### src/source/controlPkg.sv
package controlPkg;

    // instruction field widths and codes
    localparam int fieldWidth = 6;

    localparam logic [fieldWidth-1:0] opcodeRType = 6'd0;
    localparam logic [fieldWidth-1:0] opcodeAddi  = 6'd8;

    localparam logic [fieldWidth-1:0] functAdd  = 6'b100000;
    localparam logic [fieldWidth-1:0] functSub  = 6'b100010;
    localparam logic [fieldWidth-1:0] functAnd  = 6'b100100;
    localparam logic [fieldWidth-1:0] functSll  = 6'b000000;
    localparam logic [fieldWidth-1:0] functSrl  = 6'b000010;
    localparam logic [fieldWidth-1:0] functSra  = 6'b000011;
    localparam logic [fieldWidth-1:0] functSllv = 6'b000100;
    localparam logic [fieldWidth-1:0] functSrav = 6'b000111;
    localparam logic [fieldWidth-1:0] functJr   = 6'b001000;

    // sequencing
    localparam int stepWidth   = 2;
    localparam int fetchSteps  = 3;
    localparam int decodeSteps = 2;

    typedef enum logic [2:0] {
        stReset,
        stFetch,
        stDecode,
        stExecute,
        stOverflow
    } ctrlState_t;

    typedef enum logic [3:0] {
        opAdd,
        opSub,
        opAnd,
        opSll,
        opSrl,
        opSra,
        opSllv,
        opSrav,
        opJr,
        opAddi,
        opUnknown
    } opClass_t;

    // datapath select codes
    typedef enum logic [2:0] {
        aluPass = 3'd0,
        aluAdd  = 3'd1,
        aluSub  = 3'd2,
        aluAnd  = 3'd3
    } aluOp_t;

    typedef enum logic [2:0] {
        shiftNone       = 3'd0,
        shiftLoad       = 3'd1,
        shiftLeft       = 3'd2,
        shiftRightLogic = 3'd3,
        shiftRightArith = 3'd4
    } shiftOp_t;

    typedef enum logic [2:0] {
        destRt       = 3'd0,
        destRd       = 3'd1,
        destStackPtr = 3'd2
    } regDest_t;

    typedef enum logic [3:0] {
        dataAluOut    = 4'd0,
        dataShifter   = 4'd7,
        dataStackInit = 4'd8
    } regData_t;

    typedef enum logic [1:0] {
        srcAPc   = 2'd0,
        srcARegA = 2'd1
    } aluSrcA_t;

    typedef enum logic [1:0] {
        srcBRegB      = 2'd0,
        srcBFour      = 2'd1,
        srcBImmediate = 2'd2,
        srcBOffset    = 2'd3
    } aluSrcB_t;

    // classes that can overflow
    function automatic logic isAluClass(opClass_t opc);
        return opc inside {opAdd, opSub, opAnd, opAddi};
    endfunction

    function automatic logic isShiftClass(opClass_t opc);
        return opc inside {opSll, opSrl, opSra, opSllv, opSrav};
    endfunction

endpackage

### src/source/controlSequencer.sv
`timescale 1ns/10ps

module controlSequencer (
    input  logic                             clk,
    input  logic                             reset,
    input  controlPkg::opClass_t             opClass,
    input  logic [controlPkg::stepWidth-1:0] execLast,
    input  logic                             overflow,
    output controlPkg::ctrlState_t           state,
    output logic [controlPkg::stepWidth-1:0] step,
    output logic                             retire,
    output logic                             resetOut
);
    import controlPkg::*;

    logic fetchDone;
    logic decodeDone;
    logic execDone;
    logic trapTaken;

    assign fetchDone  = (state == stFetch) && (step == stepWidth'(fetchSteps - 1));
    assign decodeDone = (state == stDecode) && (step == stepWidth'(decodeSteps - 1));
    assign execDone   = (state == stExecute) && (step == execLast);

    // overflow only matters at the write-back step of an ALU class
    assign trapTaken = execDone && isAluClass(opClass) && overflow;

    // write-back goes ahead unless the trap cancels it
    assign retire = execDone && !trapTaken &&
                    (isAluClass(opClass) || isShiftClass(opClass));

    always_ff @(posedge clk) begin
        if (reset) begin
            state    <= stReset;
            step     <= '0;
            resetOut <= 1'b1;
        end else begin
            resetOut <= 1'b0;
            case (state)
                stReset: begin
                    state <= stFetch;
                    step  <= '0;
                end

                stFetch: begin
                    if (fetchDone) begin
                        state <= stDecode;
                        step  <= '0;
                    end else begin
                        step <= step + 1'b1;
                    end
                end

                stDecode: begin
                    if (decodeDone) begin
                        state <= stExecute;
                        step  <= '0;
                    end else begin
                        step <= step + 1'b1;
                    end
                end

                stExecute: begin
                    if (execDone) begin
                        // trap replaces the return to fetch
                        state <= trapTaken ? stOverflow : stFetch;
                        step  <= '0;
                    end else begin
                        step <= step + 1'b1;
                    end
                end

                stOverflow: begin
                    // single epc cycle
                    state <= stFetch;
                    step  <= '0;
                end

                default: begin
                    state <= stFetch;
                    step  <= '0;
                end
            endcase
        end
    end

endmodule

### src/source/controlUnit.sv
`timescale 1ns/10ps

module controlUnit (
    input  logic                              clk,
    input  logic                              reset,
    input  logic [controlPkg::fieldWidth-1:0] opcode,
    input  logic [controlPkg::fieldWidth-1:0] funct,
    input  logic                              overflow,
    output logic                              regWrite,
    output controlPkg::regDest_t              srcWrite,
    output controlPkg::regData_t              srcData,
    output controlPkg::aluSrcA_t              aluSrcA,
    output controlPkg::aluSrcB_t              aluSrcB,
    output controlPkg::aluOp_t                aluControl,
    output logic                              aluOutControl,
    output logic                              shiftSrc,
    output logic                              shiftAmt,
    output controlPkg::shiftOp_t              shiftControl,
    output logic                              pcWrite,
    output logic                              irWrite,
    output logic                              seControl,
    output logic                              aLoad,
    output logic                              bLoad,
    output logic                              epcControl,
    output logic                              resetOut
);
    import controlPkg::*;

    opClass_t               opClass;
    logic [stepWidth-1:0]   execLast;
    ctrlState_t             state;
    logic [stepWidth-1:0]   step;
    logic                   retire;

    instructionDecoder decoder (
        .opcode   (opcode),
        .funct    (funct),
        .opClass  (opClass),
        .execLast (execLast)
    );

    controlSequencer sequencer (
        .clk      (clk),
        .reset    (reset),
        .opClass  (opClass),
        .execLast (execLast),
        .overflow (overflow),
        .state    (state),
        .step     (step),
        .retire   (retire),
        .resetOut (resetOut)
    );

    datapathSignalGen signalGen (
        .clk           (clk),
        .reset         (reset),
        .state         (state),
        .step          (step),
        .opClass       (opClass),
        .retire        (retire),
        .regWrite      (regWrite),
        .srcWrite      (srcWrite),
        .srcData       (srcData),
        .aluSrcA       (aluSrcA),
        .aluSrcB       (aluSrcB),
        .aluControl    (aluControl),
        .aluOutControl (aluOutControl),
        .shiftSrc      (shiftSrc),
        .shiftAmt      (shiftAmt),
        .shiftControl  (shiftControl),
        .pcWrite       (pcWrite),
        .irWrite       (irWrite),
        .seControl     (seControl),
        .aLoad         (aLoad),
        .bLoad         (bLoad),
        .epcControl    (epcControl)
    );

endmodule

### src/source/datapathSignalGen.sv
`timescale 1ns/10ps

module datapathSignalGen (
    input  logic                             clk,
    input  logic                             reset,
    input  controlPkg::ctrlState_t           state,
    input  logic [controlPkg::stepWidth-1:0] step,
    input  controlPkg::opClass_t             opClass,
    input  logic                             retire,
    output logic                             regWrite,
    output controlPkg::regDest_t             srcWrite,
    output controlPkg::regData_t             srcData,
    output controlPkg::aluSrcA_t             aluSrcA,
    output controlPkg::aluSrcB_t             aluSrcB,
    output controlPkg::aluOp_t               aluControl,
    output logic                             aluOutControl,
    output logic                             shiftSrc,
    output logic                             shiftAmt,
    output controlPkg::shiftOp_t             shiftControl,
    output logic                             pcWrite,
    output logic                             irWrite,
    output logic                             seControl,
    output logic                             aLoad,
    output logic                             bLoad,
    output logic                             epcControl
);
    import controlPkg::*;

    logic     nxtRegWrite;
    regDest_t nxtSrcWrite;
    regData_t nxtSrcData;
    aluSrcA_t nxtAluSrcA;
    aluSrcB_t nxtAluSrcB;
    aluOp_t   nxtAluControl;
    logic     nxtAluOutControl;
    logic     nxtShiftSrc;
    logic     nxtShiftAmt;
    shiftOp_t nxtShiftControl;
    logic     nxtPcWrite;
    logic     nxtIrWrite;
    logic     nxtSeControl;
    logic     nxtALoad;
    logic     nxtBLoad;
    logic     nxtEpcControl;
    aluOp_t   classAluOp;
    shiftOp_t classShiftOp;

    assign classAluOp = (opClass == opSub) ? aluSub :
                        (opClass == opAnd) ? aluAnd : aluAdd;

    assign classShiftOp = (opClass inside {opSll, opSllv}) ? shiftLeft :
                          (opClass == opSrl)               ? shiftRightLogic :
                                                             shiftRightArith;

    // microcode table for the current state and step
    always_comb begin
        nxtRegWrite      = 1'b0;
        nxtSrcWrite      = destRt;
        nxtSrcData       = dataAluOut;
        nxtAluSrcA       = srcAPc;
        nxtAluSrcB       = srcBRegB;
        nxtAluControl    = aluPass;
        nxtAluOutControl = 1'b0;
        nxtShiftSrc      = 1'b0;
        nxtShiftAmt      = 1'b0;
        nxtShiftControl  = shiftNone;
        nxtPcWrite       = 1'b0;
        nxtIrWrite       = 1'b0;
        nxtSeControl     = 1'b0;
        nxtALoad         = 1'b0;
        nxtBLoad         = 1'b0;
        nxtEpcControl    = 1'b0;

        case (state)
            stFetch: begin
                // pc + 4 on every fetch step
                nxtAluControl = aluAdd;
                nxtAluSrcB    = srcBFour;
                if (step == stepWidth'(fetchSteps - 1)) begin
                    nxtPcWrite = 1'b1;
                    nxtIrWrite = 1'b1;
                end
            end

            stDecode: begin
                // operand fetch and branch target precompute
                nxtALoad         = 1'b1;
                nxtBLoad         = 1'b1;
                nxtSeControl     = 1'b1;
                nxtAluOutControl = 1'b1;
                nxtAluControl    = aluAdd;
                nxtAluSrcA       = srcAPc;
                nxtAluSrcB       = srcBOffset;
            end

            stExecute: begin
                if (isAluClass(opClass)) begin
                    nxtAluSrcA = srcARegA;
                    nxtAluSrcB = (opClass == opAddi) ? srcBImmediate : srcBRegB;
                    if (step == '0) begin
                        nxtAluControl    = classAluOp;
                        nxtAluOutControl = 1'b1;
                    end else if (retire) begin
                        nxtRegWrite = 1'b1;
                        nxtSrcWrite = (opClass == opAddi) ? destRt : destRd;
                        nxtSrcData  = dataAluOut;
                    end
                end else if (isShiftClass(opClass)) begin
                    // shamt field only for the immediate shifts
                    nxtShiftSrc = opClass inside {opSll, opSrl, opSra};
                    nxtShiftAmt = opClass inside {opSll, opSrl, opSra};
                    case (step)
                        2'd0, 2'd1: nxtShiftControl = shiftLoad;
                        2'd2:       nxtShiftControl = classShiftOp;
                        default: begin
                            nxtRegWrite = retire;
                            nxtSrcWrite = destRd;
                            nxtSrcData  = dataShifter;
                        end
                    endcase
                end else if (opClass == opJr) begin
                    nxtPcWrite    = 1'b1;
                    nxtAluSrcA    = srcARegA;
                    nxtAluControl = aluPass;
                end
            end

            stOverflow: begin
                nxtEpcControl = 1'b1;
            end

            default: begin
                // reset state stays idle
            end
        endcase
    end

    always_ff @(posedge clk) begin
        if (reset) begin
            // stack pointer init while reset is held
            regWrite      <= 1'b1;
            srcWrite      <= destStackPtr;
            srcData       <= dataStackInit;
            aluSrcA       <= srcAPc;
            aluSrcB       <= srcBRegB;
            aluControl    <= aluPass;
            aluOutControl <= 1'b0;
            shiftSrc      <= 1'b0;
            shiftAmt      <= 1'b0;
            shiftControl  <= shiftNone;
            pcWrite       <= 1'b0;
            irWrite       <= 1'b0;
            seControl     <= 1'b0;
            aLoad         <= 1'b0;
            bLoad         <= 1'b0;
            epcControl    <= 1'b0;
        end else begin
            regWrite      <= nxtRegWrite;
            srcWrite      <= nxtSrcWrite;
            srcData       <= nxtSrcData;
            aluSrcA       <= nxtAluSrcA;
            aluSrcB       <= nxtAluSrcB;
            aluControl    <= nxtAluControl;
            aluOutControl <= nxtAluOutControl;
            shiftSrc      <= nxtShiftSrc;
            shiftAmt      <= nxtShiftAmt;
            shiftControl  <= nxtShiftControl;
            pcWrite       <= nxtPcWrite;
            irWrite       <= nxtIrWrite;
            seControl     <= nxtSeControl;
            aLoad         <= nxtALoad;
            bLoad         <= nxtBLoad;
            epcControl    <= nxtEpcControl;
        end
    end

endmodule

### src/source/instructionDecoder.sv
`timescale 1ns/10ps

module instructionDecoder (
    input  logic [controlPkg::fieldWidth-1:0] opcode,
    input  logic [controlPkg::fieldWidth-1:0] funct,
    output controlPkg::opClass_t              opClass,
    output logic [controlPkg::stepWidth-1:0]  execLast
);
    import controlPkg::*;

    // class from funct for R-type, from opcode otherwise
    always_comb begin
        opClass = opUnknown;
        if (opcode == opcodeRType) begin
            case (funct)
                functAdd:  opClass = opAdd;
                functSub:  opClass = opSub;
                functAnd:  opClass = opAnd;
                functSll:  opClass = opSll;
                functSrl:  opClass = opSrl;
                functSra:  opClass = opSra;
                functSllv: opClass = opSllv;
                functSrav: opClass = opSrav;
                functJr:   opClass = opJr;
                default:   opClass = opUnknown;
            endcase
        end else if (opcode == opcodeAddi) begin
            opClass = opAddi;
        end
    end

    // index of the last execute step for each class
    always_comb begin
        case (opClass)
            opAdd,
            opSub,
            opAnd,
            opAddi: begin
                // compute, then write back
                execLast = 2'd1;
            end
            opSll,
            opSrl,
            opSra,
            opSllv,
            opSrav: begin
                // two loads, shift, write back
                execLast = 2'd3;
            end
            default: begin
                // jr and unknown codes
                execLast = 2'd0;
            end
        endcase
    end

endmodule

### config.mk
export PLATFORM = sky130hd
export DESIGN_NAME = controlUnit
export DESIGN_NICKNAME = d
export VERILOG_FILES = /design/src/source/controlPkg.sv /design/src/source/controlSequencer.sv /design/src/source/controlUnit.sv /design/src/source/datapathSignalGen.sv /design/src/source/instructionDecoder.sv
export SDC_FILE = /design/constraint.sdc
export NUM_CORES = 1
export LEC_CHECK = 0
export ABC_AREA = 0
export BUFFER_PORTS_ARGS = -buffer_cell sky130_fd_sc_hd__buf_2
export CORE_MARGIN = 3
export CORE_UTILIZATION = 40
export CTS_CLUSTER_DIAMETER = 150
export DETAILED_ROUTE_END_ITERATION = 8
export GPL_ROUTABILITY_DRIVEN = 0
export GPL_TIMING_DRIVEN = 0
export PLACE_DENSITY = 0.71
export SLEW_MARGIN = 20
export SYNTH_ARGS = -nofsm -noshare
export SYNTH_HDL_FRONTEND = slang
export SYNTH_SLANG_ARGS = --single-unit
### constraint.sdc
create_clock -name clk -period 2.4 [get_ports clk]
set_input_delay 0.48 -clock clk [delete_from_list [all_inputs] [get_ports clk]]
set_output_delay 0.48 -clock clk [all_outputs]
set_load 0.05 [all_outputs]
==> out/metrics.cfg <==
[run_status]
outcome=finished clean

[power_and_ir_drop]
pwr-share-clk_pct=26.7
p_switching_mw=0.214
power_density_nw_per_um2=480
ir_drop_mv=0.257
power.internal_mw=0.553
pwr-share-comb_pct=19.6
swShare_pct=27.9
p_leak_nw=0.751
pwr-share-seq_pct=53.7

[place]
dp_hpwl_um=2340
port_buffers=39
placed_area_um2=1560

[cells_and_area]
area_growth_syn_to_layout_pct=22.6
antenna_cells=0
final_area_um2=1600
drive_gt1_share_pct=34.2
final_nets=213
final_common_cell=buf_2
final_cell_mix=40 x buf_2, 24 x dfxtp_1, 16 x nor2_1

[setup_path]
crit_end=signalGen.srcWrite[0]
crit_fanout=10
crit_path_max_incr_delay_ns=0.49
cp_slowest_cell=a2111oi_4
critPathKind=input port to flip-flop
setup.worst_path.start=funct[1]
reg2reg_depth=6
critPathBufInv=2
worst_r2r_endpoint=signalGen.shiftControl[1]
r2r-start=sequencer.state[2]
endpoint_kind=flip-flop
critical-path-top-delay-family=compound AO/OA/AOI/OAI gates
crit_chain=buf_2 -> buf_6 -> and3b_4 -> a2111oi_4 -> o211ai_2 -> o311a_4 -> nand4b_4 -> o31ai_2
critPathRequiredTime_ns=2.62
worst-path-stages=8
cp.arrival_ns=2.35
ff2ff_setup_slack_ns=0.74
critPathLaunchType=input port

[clocking]
cts_tree=built
cts_hold_buffers=0
clk_latency_ns=0.31
postCtsResizedCells=0
cts.sinks=24
cts_buffer_depth=2
cts_setup_buffers=0
numCtsBuffers=3
clockRootBuffer=clkbuf_4
htree_levels=1
clkTransAtPathRegs_ns=0.13

[sta]
holdWs_ns=0.346
final-setup-viol-count=0
finalClockSkew_ns=0.0138
rsz0062_at_grt=no
report.final.slew_viol_count=0
finalCritPeriodShare_pct=88.5
post-route-min-period_ns=2.12
fmax_mhz=471
hold_viol=0

[job]
cap_violations=0

[drt]
vias=1205
first_pass_iters=4
postRouteAntennaNets=0
wl_um=2830
drt-initial-drc-count=27
drc=0
via_per_inst=5.08
wl_per_cell_um=11.9

[yosys]
ys_top_cells_by_area=dfxtp_1 37%, buf_4 5.2%, nor2_1 4.6%, a21oi_1 3.8%, ha_1 3.8%
synthFlopType=dfxtp_1
ys_seq_area_share_pct=36.9
ys_async_sr_fraction_pct=0
syn_area_per_cell_um2=8.80
yosysWarnings=0
netlist_instances=148
synth_edf_count=0
yosysTopAreaCell=dfxtp_1
syn-cell-area_um2=1300
synth_seq_cells=24
synth_top_area_share_pct=36.9
yosysUniqueCellTypes=49

[worst_hold_path]
min_path_cells=1
min_path_type=input port to flip-flop

[global_route]
grt_max_degree=14
grt_pass1_vias=1109
grt_overflow=0
grt_first_pass_wirelength_um=4710
antenna_found_initial=0
grt_usage_pct=14.5

[floorplan]
std_cell_rows=20
dieArea_um2=3980
chipWidth_um=63.1
ios=43
start_util_pct=42.3
core_area_um2=3080
die_height_um=63.1

[worst min path at each step]
stage	start	to	slack [ns]
finish	reset	sequencer.resetOut	0.35
global route	reset	sequencer.resetOut	0.34
CTS	reset	sequencer.resetOut	0.34
detailed placement	sequencer.state[2]	signalGen.epcControl	0.51
global placement	sequencer.state[2]	signalGen.epcControl	0.51
floorplan	sequencer.state[2]	signalGen.epcControl	0.47
[logic make-up after synthesis]
group,synth area share (%)
AO/OA/AOI/OAI,21.0
XOR/XNOR,0.673
adder cells (fa/ha/maj),3.84
buffers and inverters,9.03
flip-flops,36.9
other,0.288
AND/OR/NAND/NOR,28.2
[sequential cells by signal, indices dropped and copies added (netlist names), 2 cells and up]
register                count
signalGen.srcData           2
sequencer.step              2
sequencer.state             3
signalGen.aluSrcB           2
signalGen.shiftControl      3
signalGen.aluControl        2
[power groups by stage]
stage | logic (mW) | registers (mW) | clock network (mW)
after floorplan | 0.0893 | 0.442 | 0
after global placement | 0.146 | 0.421 | 0
after detailed placement | 0.149 | 0.421 | 0
after CTS | 0.149 | 0.412 | 0.210
after global routing | 0.162 | 0.413 | 0.223
final | 0.150 | 0.412 | 0.204
[Yosys cell counts, types with 2 or more instances]
cell,count
nor3_1,8
buf_4,9
or2_2,2
or3_1,3
ha_1,4
a21oi_1,10
nor2_1,16
inv_1,5
or4_1,2
nand4_1,4
clkbuf_1,4
o31a_1,2
o2111ai_1,2
nand2b_1,5
dfxtp_1,24
nand2_1,10
o21ai_0,4
nor2b_1,2
nand3_1,2
[through the flow]
stage | power, mW | cells | util [%] | setup WS, ns | setup TNS (ns)
detailed placement | 0.570 | 233 | 50.7 | -0.0588 | -0.0595
global placement | 0.566 | 233 | 50.7 | 0.00153 | 0
finish | 0.766 | 237 | 51.9 | 0.276 | 0
CTS | 0.771 | 237 | 51.9 | 0.267 | 0
floorplan | 0.531 | 150 | - | 0.255 | 0
global route | 0.798 | 237 | 51.9 | 0.139 | 0
[layer usage]
layer	share of wire, %	up-vias	routed length, µm	global-route usage, %
met4	1.3	0	38	5.23
li1	-	608	-	-
met1	40	545	1140	16.1
met2	52	45	1480	26.4
met3	6.2	7	175	3.57
met5	0	-	0	0
[layout make-up]
cell class                 count  area, µm²
inverter                       5       18.8
buffer                        15       98.8
tap                           44       55.1
fill                         295       1480
multi-input combinational    106        712
clock buffer                   4       36.3
sequential                    24        480
timing repair buffer          39        195
(Power assumes the default switching activity.)
